===== src/common/hawk_pkg.sv =====
/* Page translation constants. Pages are a fixed 4 KB, so the low offset bits
   of an address always pass through and only the page number is remapped. */
package hawk_pkg;

   // 4 KB page offset
   localparam int PAGE_OFFSET_BITS = 12;

   // Page map programming commands
   // Sampled on every clock, so software holds MAP_NOP between commands
   typedef enum logic [1:0] {
      MAP_NOP   = 2'b00,
      // Load the entry at cfg_index and mark it valid
      MAP_WRITE = 2'b01,
      // Invalidate every entry at once
      MAP_CLEAR = 2'b10
   } map_cmd_t;

   // The remaining code 2'b11 is unused and behaves like MAP_NOP

   // A page number is ADDR_WIDTH - PAGE_OFFSET_BITS wide and is worked out
   // inside each module from its own ADDR_WIDTH

endpackage


===== src/common/axi_cfg_pkg.sv =====
/* AXI4 write-path field widths and encodings. Lock, cache, prot, qos, region
   and user are not carried by this design, so nothing here describes them. */
package axi_cfg_pkg;

   // AWLEN and AWSIZE widths as fixed by AXI4
   localparam int AXI_LEN_W  = 8;
   localparam int AXI_SIZE_W = 3;

   // AWBURST encoding
   // 2'b11 is reserved by the protocol and never issued
   typedef enum logic [1:0] {
      BURST_FIXED = 2'b00,
      BURST_INCR  = 2'b01,
      BURST_WRAP  = 2'b10
   } burst_t;

   // BRESP encoding
   // EXOKAY only follows an exclusive access, which this path never
   // generates on its own
   typedef enum logic [1:0] {
      RESP_OKAY   = 2'b00,
      RESP_EXOKAY = 2'b01,
      RESP_SLVERR = 2'b10,
      RESP_DECERR = 2'b11
   } resp_t;

   // Responses are passed through untouched, so the memory side decides
   // which of these reaches the CPU

endpackage

===== src/design/hacd_wr_top.sv =====
/* AXI4 write-path page translation. Read channels are not handled and AW side
   fields other than id, addr, len, size and burst are not carried. */
`timescale 1ns/10ps

module hacd_wr_top #(
   parameter int ADDR_WIDTH  = 32,
   parameter int DATA_WIDTH  = 32,
   parameter int ID_WIDTH    = 4,
   parameter int MAP_ENTRIES = 8,
   parameter int MAX_PENDING = 4,
   localparam int PAGE_BITS  = ADDR_WIDTH - hawk_pkg::PAGE_OFFSET_BITS,
   localparam int STRB_WIDTH = DATA_WIDTH / 8,
   localparam int IDX_W      = (MAP_ENTRIES > 1) ? $clog2(MAP_ENTRIES) : 1
) (
   input  logic clk,
   input  logic rst,
   input  logic hawk_inactive,
   input  logic [ID_WIDTH-1:0] s_awid,
   input  logic [ADDR_WIDTH-1:0] s_awaddr,
   input  logic [axi_cfg_pkg::AXI_LEN_W-1:0] s_awlen,
   input  logic [axi_cfg_pkg::AXI_SIZE_W-1:0] s_awsize,
   input  axi_cfg_pkg::burst_t s_awburst,
   input  logic s_awvalid,
   output logic s_awready,
   input  logic [DATA_WIDTH-1:0] s_wdata,
   input  logic [STRB_WIDTH-1:0] s_wstrb,
   input  logic s_wlast,
   input  logic s_wvalid,
   output logic s_wready,
   output logic [ID_WIDTH-1:0] s_bid,
   output axi_cfg_pkg::resp_t s_bresp,
   output logic s_bvalid,
   input  logic s_bready,
   output logic [ID_WIDTH-1:0] m_awid,
   output logic [ADDR_WIDTH-1:0] m_awaddr,
   output logic [axi_cfg_pkg::AXI_LEN_W-1:0] m_awlen,
   output logic [axi_cfg_pkg::AXI_SIZE_W-1:0] m_awsize,
   output axi_cfg_pkg::burst_t m_awburst,
   output logic m_awvalid,
   input  logic m_awready,
   output logic [DATA_WIDTH-1:0] m_wdata,
   output logic [STRB_WIDTH-1:0] m_wstrb,
   output logic m_wlast,
   output logic m_wvalid,
   input  logic m_wready,
   input  logic [ID_WIDTH-1:0] m_bid,
   input  axi_cfg_pkg::resp_t m_bresp,
   input  logic m_bvalid,
   output logic m_bready,
   // Page map programming
   input  hawk_pkg::map_cmd_t cfg_cmd,
   input  logic [IDX_W-1:0] cfg_index,
   input  logic [PAGE_BITS-1:0] cfg_hppa,
   input  logic [PAGE_BITS-1:0] cfg_ppa
);

   logic lookup_req, grant, pending_full, aw_fire, b_fire;
   logic [PAGE_BITS-1:0] lookup_hppa, grant_ppa, tbl_lookup_hppa, tbl_ppa;

   // Memory-side handshakes drive the outstanding count
   assign aw_fire = m_awvalid && m_awready;
   assign b_fire  = m_bvalid && m_bready;

   hawk_cpu_stall_wr #(.ADDR_WIDTH(ADDR_WIDTH), .DATA_WIDTH(DATA_WIDTH),
      .ID_WIDTH(ID_WIDTH)) stall_wr_i (.*);

   pending_rsp_counter #(.MAX_PENDING(MAX_PENDING)) pending_i (.clk(clk),
      .rst(rst), .aw_fire(aw_fire), .b_fire(b_fire), .pending_full(pending_full));

   hawk_lookup_ctrl #(.ADDR_WIDTH(ADDR_WIDTH)) lookup_i (.clk(clk), .rst(rst),
      .lookup_req(lookup_req), .lookup_hppa(lookup_hppa), .grant(grant),
      .grant_ppa(grant_ppa), .tbl_lookup_hppa(tbl_lookup_hppa), .tbl_ppa(tbl_ppa));

   // Hit flag unused here, a miss grants the identity page
   page_map_table #(.ADDR_WIDTH(ADDR_WIDTH), .MAP_ENTRIES(MAP_ENTRIES)) table_i (
      .clk(clk), .rst(rst), .cfg_cmd(cfg_cmd), .cfg_index(cfg_index),
      .cfg_hppa(cfg_hppa), .cfg_ppa(cfg_ppa), .lookup_hppa(tbl_lookup_hppa),
      .hit(), .ppa(tbl_ppa));

endmodule


===== src/hawk/hawk_lookup_ctrl.sv =====
/* Answers one stall request at a time, three cycles from request to grant.
   A table miss still grants, with the host page as the identity mapping. */
`timescale 1ns/10ps

module hawk_lookup_ctrl #(
   parameter int ADDR_WIDTH = 32,
   localparam int PAGE_BITS = ADDR_WIDTH - hawk_pkg::PAGE_OFFSET_BITS
) (
   input  logic                 clk,
   input  logic                 rst,
   // Stall side
   input  logic                 lookup_req,
   input  logic [PAGE_BITS-1:0] lookup_hppa,
   output logic                 grant,
   output logic [PAGE_BITS-1:0] grant_ppa,
   // Table side
   output logic [PAGE_BITS-1:0] tbl_lookup_hppa,
   input  logic [PAGE_BITS-1:0] tbl_ppa
);

   typedef enum logic [1:0] {
      LK_IDLE,
      LK_SEARCH,
      LK_GRANT
   } lk_state_t;

   lk_state_t state;

   // Table registers this on the same edge we leave LK_IDLE
   assign tbl_lookup_hppa = lookup_req ? lookup_hppa : '0;

   always_ff @(posedge clk or posedge rst) begin
      if (rst) begin
         state <= LK_IDLE;
      end else begin
         case (state)
            LK_IDLE: begin
               if (lookup_req) begin
                  state <= LK_SEARCH;
               end
            end
            LK_SEARCH: state <= LK_GRANT;
            LK_GRANT:  state <= LK_IDLE;
            default:   state <= LK_IDLE;
         endcase
      end
   end

   // Registered table result is valid during SEARCH
   always_ff @(posedge clk) begin
      if (state == LK_SEARCH) begin
         grant_ppa <= tbl_ppa;
      end
   end

   // One-cycle pulse, stall side drops its request in the same cycle
   assign grant = (state == LK_GRANT);

   // Host page must not move while its lookup is in flight
   a_hppa_held: assert property (@(posedge clk) disable iff (rst)
      state == LK_SEARCH |-> $stable(lookup_hppa));

endmodule


===== src/hawk/page_map_table.sv =====
/* Fully associative host-to-physical page map with a one-cycle registered
   lookup. A miss returns the host page unchanged; duplicate tags resolve to the lowest index. */
`timescale 1ns/10ps

module page_map_table #(
   parameter int ADDR_WIDTH  = 32,
   parameter int MAP_ENTRIES = 8,
   localparam int PAGE_BITS  = ADDR_WIDTH - hawk_pkg::PAGE_OFFSET_BITS,
   localparam int IDX_W      = (MAP_ENTRIES > 1) ? $clog2(MAP_ENTRIES) : 1
) (
   input  logic                 clk,
   input  logic                 rst,
   input  hawk_pkg::map_cmd_t   cfg_cmd,
   input  logic [IDX_W-1:0]     cfg_index,
   input  logic [PAGE_BITS-1:0] cfg_hppa,
   input  logic [PAGE_BITS-1:0] cfg_ppa,
   input  logic [PAGE_BITS-1:0] lookup_hppa,
   output logic                 hit,
   output logic [PAGE_BITS-1:0] ppa
);
   import hawk_pkg::*;

   logic [MAP_ENTRIES-1:0] valid;
   logic [PAGE_BITS-1:0]   tag  [MAP_ENTRIES];
   logic [PAGE_BITS-1:0]   phys [MAP_ENTRIES];
   logic                   match_hit;
   logic [PAGE_BITS-1:0]   match_ppa;

   always_ff @(posedge clk or posedge rst) begin
      if (rst) begin
         valid <= '0;
         hit   <= 1'b0;
      end else begin
         hit <= match_hit;
         if (cfg_cmd == MAP_CLEAR) begin
            valid <= '0;
         end else if (cfg_cmd == MAP_WRITE) begin
            valid[cfg_index] <= 1'b1;
         end
      end
   end

   always_ff @(posedge clk) begin
      if (cfg_cmd == MAP_WRITE) begin
         tag[cfg_index]  <= cfg_hppa;
         phys[cfg_index] <= cfg_ppa;
      end
      ppa <= match_ppa;
   end

   // Scan downward so the lowest matching index wins
   always_comb begin
      match_hit = 1'b0;
      match_ppa = lookup_hppa;
      for (int i = MAP_ENTRIES - 1; i >= 0; i--) begin
         if (valid[i] && (tag[i] == lookup_hppa)) begin
            match_hit = 1'b1;
            match_ppa = phys[i];
         end
      end
   end

   a_index_range: assert property (@(posedge clk) disable iff (rst)
      cfg_cmd == MAP_WRITE |-> cfg_index < MAP_ENTRIES);

endmodule


===== src/stall_wr/hawk_cpu_stall_wr.sv =====
/* Holds one AW request at a time until its page is translated. W and B are not
   tied to AW order and pass through with no latency. */
`timescale 1ns/10ps

module hawk_cpu_stall_wr #(
   parameter int ADDR_WIDTH  = 32,
   parameter int DATA_WIDTH  = 32,
   parameter int ID_WIDTH    = 4,
   localparam int PAGE_BITS  = ADDR_WIDTH - hawk_pkg::PAGE_OFFSET_BITS,
   localparam int STRB_WIDTH = DATA_WIDTH / 8
) (
   input  logic                                 clk,
   input  logic                                 rst,
   // CPU side
   input  logic [ID_WIDTH-1:0]                  s_awid,
   input  logic [ADDR_WIDTH-1:0]                s_awaddr,
   input  logic [axi_cfg_pkg::AXI_LEN_W-1:0]    s_awlen,
   input  logic [axi_cfg_pkg::AXI_SIZE_W-1:0]   s_awsize,
   input  axi_cfg_pkg::burst_t                  s_awburst,
   input  logic                                 s_awvalid,
   output logic                                 s_awready,
   input  logic [DATA_WIDTH-1:0]                s_wdata,
   input  logic [STRB_WIDTH-1:0]                s_wstrb,
   input  logic                                 s_wlast,
   input  logic                                 s_wvalid,
   output logic                                 s_wready,
   output logic [ID_WIDTH-1:0]                  s_bid,
   output axi_cfg_pkg::resp_t                   s_bresp,
   output logic                                 s_bvalid,
   input  logic                                 s_bready,
   // Memory side
   output logic [ID_WIDTH-1:0]                  m_awid,
   output logic [ADDR_WIDTH-1:0]                m_awaddr,
   output logic [axi_cfg_pkg::AXI_LEN_W-1:0]    m_awlen,
   output logic [axi_cfg_pkg::AXI_SIZE_W-1:0]   m_awsize,
   output axi_cfg_pkg::burst_t                  m_awburst,
   output logic                                 m_awvalid,
   input  logic                                 m_awready,
   output logic [DATA_WIDTH-1:0]                m_wdata,
   output logic [STRB_WIDTH-1:0]                m_wstrb,
   output logic                                 m_wlast,
   output logic                                 m_wvalid,
   input  logic                                 m_wready,
   input  logic [ID_WIDTH-1:0]                  m_bid,
   input  axi_cfg_pkg::resp_t                   m_bresp,
   input  logic                                 m_bvalid,
   output logic                                 m_bready,
   // Translation side
   input  logic                                 hawk_inactive,
   input  logic                                 grant,
   input  logic [PAGE_BITS-1:0]                 grant_ppa,
   input  logic                                 pending_full,
   output logic                                 lookup_req,
   output logic [PAGE_BITS-1:0]                 lookup_hppa
);
   import axi_cfg_pkg::*;
   import hawk_pkg::*;

   typedef enum logic [1:0] {IDLE, WAIT, ISSUE} state_t;

   state_t                  state;
   logic                    s_awready_q;
   logic                    m_awvalid_q;
   logic                    allow_q;
   logic [ID_WIDTH-1:0]     awid_q;
   logic [ADDR_WIDTH-1:0]   awaddr_q;
   logic [AXI_LEN_W-1:0]    awlen_q;
   logic [AXI_SIZE_W-1:0]   awsize_q;
   burst_t                  awburst_q;
   logic                    s_aw_fire;
   logic                    m_aw_fire;
   logic                    go_issue;

   assign s_aw_fire = s_awvalid && s_awready_q;
   assign m_aw_fire = m_awvalid_q && m_awready;
   // Lookup answered on an earlier cycle, or translation bypassed
   assign go_issue  = (state == WAIT) && (allow_q || hawk_inactive);

   always_ff @(posedge clk or posedge rst) begin
      if (rst) begin
         state       <= IDLE;
         s_awready_q <= 1'b0;
         m_awvalid_q <= 1'b0;
         allow_q     <= 1'b0;
      end else begin
         case (state)
            IDLE: begin
               s_awready_q <= !s_aw_fire;
               if (s_aw_fire) begin
                  state <= WAIT;
               end
            end
            WAIT: begin
               if (grant) begin
                  allow_q <= 1'b1;
               end
               if (go_issue) begin
                  state       <= ISSUE;
                  allow_q     <= 1'b0;
                  m_awvalid_q <= !pending_full;
               end
            end
            ISSUE: begin
               if (m_aw_fire) begin
                  state       <= IDLE;
                  m_awvalid_q <= 1'b0;
                  s_awready_q <= 1'b1;
               end else if (!pending_full) begin
                  m_awvalid_q <= 1'b1;
               end
            end
            default: state <= IDLE;
         endcase
      end
   end

   // Held request, page bits swapped once the grant lands
   always_ff @(posedge clk) begin
      if (s_aw_fire) begin
         awid_q    <= s_awid;
         awaddr_q  <= s_awaddr;
         awlen_q   <= s_awlen;
         awsize_q  <= s_awsize;
         awburst_q <= s_awburst;
      end else if ((state == WAIT) && grant && !allow_q) begin
         awaddr_q <= {grant_ppa, awaddr_q[PAGE_OFFSET_BITS-1:0]};
      end
   end

   // Drops in the grant cycle so one request never gets two answers
   assign lookup_req  = (state == WAIT) && !allow_q && !grant && !hawk_inactive;
   assign lookup_hppa = awaddr_q[ADDR_WIDTH-1:PAGE_OFFSET_BITS];

   assign s_awready = s_awready_q;
   assign m_awvalid = m_awvalid_q;
   assign m_awid    = awid_q;
   assign m_awaddr  = awaddr_q;
   assign m_awlen   = awlen_q;
   assign m_awsize  = awsize_q;
   assign m_awburst = awburst_q;

   // W and B straight through
   assign m_wdata  = s_wdata;
   assign m_wstrb  = s_wstrb;
   assign m_wlast  = s_wlast;
   assign m_wvalid = s_wvalid;
   assign s_wready = m_wready;
   assign s_bid    = m_bid;
   assign s_bresp  = m_bresp;
   assign s_bvalid = m_bvalid;
   assign m_bready = s_bready;

   a_awaddr_stable: assert property (@(posedge clk) disable iff (rst)
      m_awvalid && !m_awready |=> m_awvalid && $stable(m_awaddr));

   // Controller only answers a request that is still waiting here
   a_grant_in_wait: assert property (@(posedge clk) disable iff (rst)
      grant |-> state == WAIT);

endmodule


===== src/stall_wr/pending_rsp_counter.sv =====
/* Tracks forwarded writes still owed a B response. Assumes every forwarded AW
   gets exactly one B; pending_full blocks the next AW at MAX_PENDING. */
`timescale 1ns/10ps

module pending_rsp_counter #(
   parameter int MAX_PENDING = 4,
   localparam int CNT_W      = $clog2(MAX_PENDING + 1)
) (
   input  logic clk,
   input  logic rst,
   input  logic aw_fire,
   input  logic b_fire,
   output logic pending_full
);

   logic [CNT_W-1:0] count;

   // AW and B in the same cycle cancel out
   always_ff @(posedge clk or posedge rst) begin
      if (rst) begin
         count <= '0;
      end else if (aw_fire && !b_fire) begin
         count <= count + 1'b1;
      end else if (b_fire && !aw_fire) begin
         count <= count - 1'b1;
      end
   end

   assign pending_full = (count == CNT_W'(MAX_PENDING));

   // A B with nothing outstanding means the downstream ID bookkeeping broke
   a_no_underflow: assert property (@(posedge clk) disable iff (rst)
      b_fire && !aw_fire |-> count != '0);

   // Stall side must hold back its AW once the cap is reached
   a_no_inc_full: assert property (@(posedge clk) disable iff (rst)
      aw_fire |-> !pending_full);

endmodule


===== config.mk =====
export PLATFORM = sky130hd
export DESIGN_NAME = hacd_wr_top
export DESIGN_NICKNAME = d
export VERILOG_FILES = /design/src/common/hawk_pkg.sv /design/src/common/axi_cfg_pkg.sv /design/src/design/hacd_wr_top.sv /design/src/hawk/hawk_lookup_ctrl.sv /design/src/hawk/page_map_table.sv /design/src/stall_wr/hawk_cpu_stall_wr.sv /design/src/stall_wr/pending_rsp_counter.sv
export SDC_FILE = /design/constraint.sdc
export NUM_CORES = 1
export LEC_CHECK = 0
export ABC_AREA = 1
export BUFFER_PORTS_ARGS = -buffer_cell sky130_fd_sc_hd__buf_2
export CORE_ASPECT_RATIO = 0.9
export CORE_MARGIN = 3
export CORE_UTILIZATION = 58
export DETAILED_ROUTE_END_ITERATION = 8
export GPL_TIMING_DRIVEN = 1
export PLACE_DENSITY = 0.8
export SLEW_MARGIN = 20
export SYNTH_ARGS = -nofsm -noshare
export SYNTH_HDL_FRONTEND = slang
export SYNTH_HIERARCHICAL = 1
export SYNTH_SLANG_ARGS = --single-unit

===== constraint.sdc =====
create_clock -name clk -period 3.7 [get_ports clk]
set_clock_uncertainty 0.05 [all_clocks]
set_input_delay 0.185 -clock clk [delete_from_list [all_inputs] [get_ports clk]]
set_output_delay 0.185 -clock clk [all_outputs]
set_load 0.02 [all_outputs]

# Word level (Yosys, flattened, before mapping)
# Memories as Yosys holds them, arrays and structs flattened.
# Index checks and enable logic that the tools add are counted.
# totals
mem_count	2
ff_bits	107
in_bits	146
ramBits	320
# mem_list
memory	depth	word_bits	rd	rd_clocked_by_memory_dff	wr	line_no	rtl
table_i.phys	8	20	8	0	1	page_map_table.sv:25	logic [PAGE_BITS-1:0] phys [MAP_ENTRIES];
table_i.tag	8	20	8	0	1	page_map_table.sv:24	logic [PAGE_BITS-1:0] tag [MAP_ENTRIES];
# classes
muxes	33
n_bitwise	1
reduce_logical	40
n_eq_ne	20
order_cmp	2
n_addsub	2
# ops
cell	count
$mux 20	9
$eq 20x20->1	8
$mux 32	2
$logic_and 1x1->1	20
$mux 8	2
$reduce_bool 2->1	6
$mux 1	9
$mux 2	4
$ne 2x1->1 const B	4
$or 8x8->8	1
$logic_not 1->1	7
$eq 2x1->1 const B	3
$eq 2x2->1 const B	3
$mux 3	2
$pmux 2 s3	1
$reduce_and 3->1	2
$logic_not 2->1	2
$lt 3x4->1 const B	1
$pmux 1 s2	2
$pmux 2 s2	1
$reduce_and 2->1	2
$add 3x1->3 const B	1
$demux 1 s3	1
$eq 3x3->1 const B	1
4 further kinds	4

# Depth between registers and ports, before layout
# depth
word_depth	15
ltp_mapped	26

# Modules after synthesis
# The synthesis kept the hierarchy.
# by_module_without_submodules
module	cells_per_inst	area_per_inst_um2	n_inst	seq_area_each_um2
page_map_table	1516	15723.8	1	10234.8
hawk_cpu_stall_wr	241	2636.3	1	1596.5
hawk_lookup_ctrl	73	857.1	1	650.6
pending_rsp_counter	22	181.4	1	75.1
hacd_wr_top	4	15.0	1	0.0

# Least setup slack after synthesis
# OpenSTA, ideal clock, no wires.
# synth_path
path_type	input port to flip-flop
startpoint	input port cfg_index[2]
endpoint	memory table_i/phys[6][0] (netlist bit) (enable)
path_stages	3
setup_ns	0.537
t_arrival_ns	4.522
required_ns	3.113
path_slack_ns	-1.409
cell_sequence	clkbuf_1 inv_1 nor4_1
# synth_rtl
item	line_no	rtl
from (decl)	hacd_wr_top.sv:52	input logic [IDX_W-1:0] cfg_index,
to (decl)	page_map_table.sv:25	
# Straight into the memory's write port.

# Worst setup path after layout
# layout_path
startpoint	register lookup_i.state[1]
endpoint	register table_i.ppa[6]
# layout_via
elab_chain_len	15
# layout_lines
item	line_no	rtl
from (decl)	hawk_lookup_ctrl.sv:27	lk_state_t state;
from (signal assigned)	hawk_lookup_ctrl.sv:34	state <= LK_IDLE;
from (signal assigned)	hawk_lookup_ctrl.sv:39	state <= LK_SEARCH;
from (signal assigned)	hawk_lookup_ctrl.sv:42	LK_SEARCH: state <= LK_GRANT;
$eq 2x2->1 *	hawk_lookup_ctrl.sv:57	assign grant = (state == LK_GRANT);
via grant	hacd_wr_top.sv:57	logic lookup_req, grant, pending_full, aw_fire, b_fire;
$logic_not 1->1 *	hawk_cpu_stall_wr.sv:131	assign lookup_req = (state == WAIT) && !allow_q && !grant && !hawk_inactive;
$logic_and 1x1->1 * (2 in a row)	hawk_cpu_stall_wr.sv:131	
via lookup_req	hacd_wr_top.sv:57	
$mux 20 *	hawk_lookup_ctrl.sv:30	assign tbl_lookup_hppa = lookup_req ? lookup_hppa : '0;
via tbl_lookup_hppa[10]	hacd_wr_top.sv:58	logic [PAGE_BITS-1:0] lookup_hppa, grant_ppa, tbl_lookup_hppa, tbl_ppa;
$eq 20x20->1	page_map_table.sv:56	if (valid[i] && (tag[i] == lookup_hppa)) begin
$logic_and 1x1->1	page_map_table.sv:56	
$mux 20 (7 in a row)	page_map_table.sv:56	
$mux 20 *	page_map_table.sv:56	
via table_i.match_ppa[6]	page_map_table.sv:27	logic [PAGE_BITS-1:0] match_ppa;
to (signal assigned)	page_map_table.sv:48	ppa <= match_ppa;
to (decl)	page_map_table.sv:19	output logic [PAGE_BITS-1:0] ppa
# Mark *: on every way through the listed nets, which the timed path passes. The rest lies on a longest branch.
# A chain may end at the register's enable or synchronous reset.

==> results.txt <==
The max-capacitance violation count came out at 0. The worst-margin pin slew came out at 1.05 ns. The count of nets left with antenna violations after detail routing came out at 0. The critical path starts at lookup_i/state[1]$_DFFE_PP0P_.

The worst ir drop on vdd came out at 0.000354 V. The source-to-sink clock delay at the later pin of the worst-skew pair came out at between 0.5 and 0.6 ns. The number of pins exceeding their max-slew limit in the final report is 0. The Yosys step of the flow raised 6 warnings. The number of nets in the synthesized netlist is 2002. The clock-pin slew on the worst setup and hold paths came out at 0.06 ns. The maximum buffer depth of the clock tree came out at 3.

In this run the power density over the cells is 545 mW/mm2. The post-synth design cell area came out at 0.0194 mm2. The startpoint identified for the worst register-to-register timing path is lookup_i/state[1]$_DFFE_PP0P_. Synthesis produced between 1500 and 2000 cells. STA classifies the critical path startpoint as a flip-flop. The count of routing violations after the opening detailed-route iteration is between 2000 and 2500. Walking the worst path, the cells encountered are inv_1, nor2_1, nor2_1, buf_4, nand2_1, clkinvlp_4, inv_2, or2_1, nand2_1, nor2_1, nand2_1, nor2_1, nand3_1, inv_4, buf_4, nor2_1, nand2_1, nand2_1, nand2_1, nand2_1, nand2_1, nand2_1.

The die height is 179 um. The total number of vias came out at 14656. The pre-antenna-repair detailed-routing pass consisted of 6 iterations.

The delay of the slowest cell on the worst path came out at roughly 0.39 ns. At the end of routability-driven placement, the weighted congestion stood at 0.982. After detailed routing, the number of remaining DRC violations is 0.

In this run the critical register-to-register path is captured at table_i/ppa[6]$_DFF_P_. Using the TritonRoute via totals, the vias-per-cell ratio works out to 5.85. The largest individual stage delay along the critical path comes from the cell dfrtp_1. The core region is 0.0324 mm2. The final layout contains ~2200 nets.

The total wirelength of the detailed-routed design is between 60 and 70 mm. The hold violation count in the final report came out at 0. The storage element area came out at 0.0125 mm2. The number of global-route vias before repair was roughly 14000.

The mean post-synth cell area is 10.5 um2. The wire length per cell is 24.4 um. Adding up every negative setup slack in the final design gives 0 ns. The root buffer cell chosen for the clock tree is clkbuf_16. The worst path setup slack after routing is a little over 0.2 ns. The die outline width is 199 um. The total of endpoints with negative setup slack in the final report is 0.

The final cell area excluding filler cells came out at 0.0224 mm2. The setup check on the worst reg-to-reg path leaves a slack of between 0.2 and 0.25 ns. The clock tree from TritonCTS is built.

The flow ran to the end, and the final reports show no timing, DRC or antenna violations. The data required time of the critical path came out at between 4 and 5 ns. Summing all multi-input logic gate instances after layout gives 0.00524 mm2. The global-route usage over all layers is 33.8%. Grouping stages by cell kind, the critical path spends the most delay in buffers and inverters. The global-route wire length before repair is 87.5 mm. Data on the critical path arrives at its endpoint at 3.89 ns. The initial standard-cell utilization of the core is 59.8%. The dominant cell type by count on the critical path is nand2_1. The share of the cycle needed by the critical path after routing came out at around 95%. Setup repair after global routing left no endpoint under its margin.

The count of boundary I/O pins came out at 244. The pre-CTS setup slack is 0.107 ns. The die footprint came out at 0.0356 mm2. The cell area after placement is about 0.020 mm2. The highest net fanout along the worst path came out at 22. The number of cells on the worst reg-to-reg path is 22. The number of fill cells in the layout came out at 2280. Of the cells placed in the final design, the portion with a size suffix greater than 1 is 17.0%.

The number of buffers created by CTS is between 40 and 50. The area added between synthesis and finish is 15.7%. The final critical delay including setup and external delays came out at 3.50 ns. In this run the worst hold path is classified as in -> async.

The maximum clock frequency is about 290 MHz. Counting both buffers and inverters, the worst setup path holds a total of 6. The initial antenna violation count is 3. By startpoint and endpoint, the worst setup path is classified as reg -> reg. The leakage component of the power is 9.56 nW. The initialized floorplan defines 62 standard-cell rows. Counting buffers and inverters, the worst setup path is 22 cells deep. The kind of capture point of the worst setup path is a flip-flop. Port buffering added 153 buffers. The total overflow left after global routing is 0.

The worst relative slew slack came out at 29.7%. The number of clock sinks seen by CTS came out at 427. The maximum number of pins on one net before global-route repair came out at 51. The depth of the CTS H-tree is 2. The estimated wirelength of the detail-placed design came out at 39.9 mm.
==> sequential cells by signal, indices dropped and copies added (netlist names), 4 cells and up <==
name and count:
lookup_i/grant_ppa 20, stall_wr_i/m_awaddr 32, stall_wr_i/m_awid 4, stall_wr_i/m_awlen 8
table_i/phys 160, table_i/ppa 20, table_i/tag 160, table_i/valid 8
==> cells in the final DEF (no fill, tap or decap), types with 4 or more instances in the layout <==
cell type,count
nand2_1,516
edfxtp_1,389
nor2_1,248
inv_1,155
buf_2,153
dlygate4sd3_1,93
nand4_1,47
clkbuf_16,46
buf_4,40
nand3_1,40
o21ai_0,34
a21oi_1,26
inv_2,23
o21ai_1,23
xnor2_1,22
xor2_1,21
dfxtp_1,20
dfrtp_1,18
nor3_1,18
nand2_2,16
or2_1,14
clkinv_2,11
nand3_2,11
nor4_2,8
or2_2,8
clkinvlp_4,7
clkinv_1,6
clkbuf_8,5
clkbuf_1,5
a41oi_1,5
nand3b_1,5
nor2_2,4
o22ai_1,4
nor4_1,4
==> through the flow <==
stage,cells,total power [mW],hold WS (ns),util [%]
4_1_cts,2503,12.1,0.000165,69.0
3_5_place_dp,2334,7.86,0.0289,61.9
5_1_grt,2503,12.6,0.0124,69.1
3_3_place_gp,2334,7.84,0.0302,61.9
2_1_floorplan,1852,7.26,-0.124,-
6_report,2504,12.2,0.0206,69.1
==> how the worst max path moves through the flow <==
stage,endpoint,slack (ns)
after CTS,table_i/ppa[6]$_DFF_P_,0.09
final,table_i/ppa[6]$_DFF_P_,0.20
after global routing,table_i/ppa[2]$_DFF_P_,0.008
after detailed placement,table_i/ppa[6]$_DFF_P_,0.11
after global placement,table_i/ppa[3]$_DFF_P_,0.20
after floorplan,table_i/phys[6][0]$_DFFE_PP_,-1.41
==> worst register-to-register path, cell delays in order, from the launching register on <==
cell and delay, ns:
dfrtp_1 0.39, inv_1 0.07, nor2_1 0.15, nor2_1 0.07
buf_4 0.21, nand2_1 0.17, clkinvlp_4 0.30, inv_2 0.39
or2_1 0.16, nand2_1 0.07, nor2_1 0.09, nand2_1 0.05
nor2_1 0.12, nand3_1 0.20, inv_4 0.29, buf_4 0.23
nor2_1 0.06, nand2_1 0.06, nand2_1 0.05, nand2_1 0.06
nand2_1 0.05, nand2_1 0.06, nand2_1 0.05
==> metal layers <==
| layer | wire [um] | global-route usage [%] | vias to the layer above | share of wire (%) |
|---|---|---|---|---|
| met1 | 22800 | 46.4 | 6841 | 37 |
| li1 | - | - | 6444 | - |
| met2 | 26300 | 51.0 | 1170 | 43 |
| met4 | 3240 | 16.2 | 0 | 5.3 |
| met5 | 0 | 0 | - | 0 |
| met3 | 8910 | 8.58 | 201 | 15 |
==> power by group <==
part           internal [mW]  leakage (nW)  switching, mW
Sequential              5.69          3.94          0.257
Combinational          0.594          4.93           1.42
Clock                   2.44         0.686           1.83
Total                   8.72          9.56           3.50
==> cell type report <==
cell class,instances,share of cell area (%)
inverter,189,3.28
antenna,1,0.0112
multi-input combinational,1109,23.4
timing repair buffer,286,8.91
tap,416,2.32
clock inverter,20,0.625
clock buffer,56,5.53
sequential,427,55.9
==> timing repair <==
item                       CTS  global route
resized for setup            0             7
hold endpoints to repair   361             0
setup endpoints to repair    0            19
hold buffers                93             0
buffers inserted             0             0
Power figures use the tool's default switching activity.
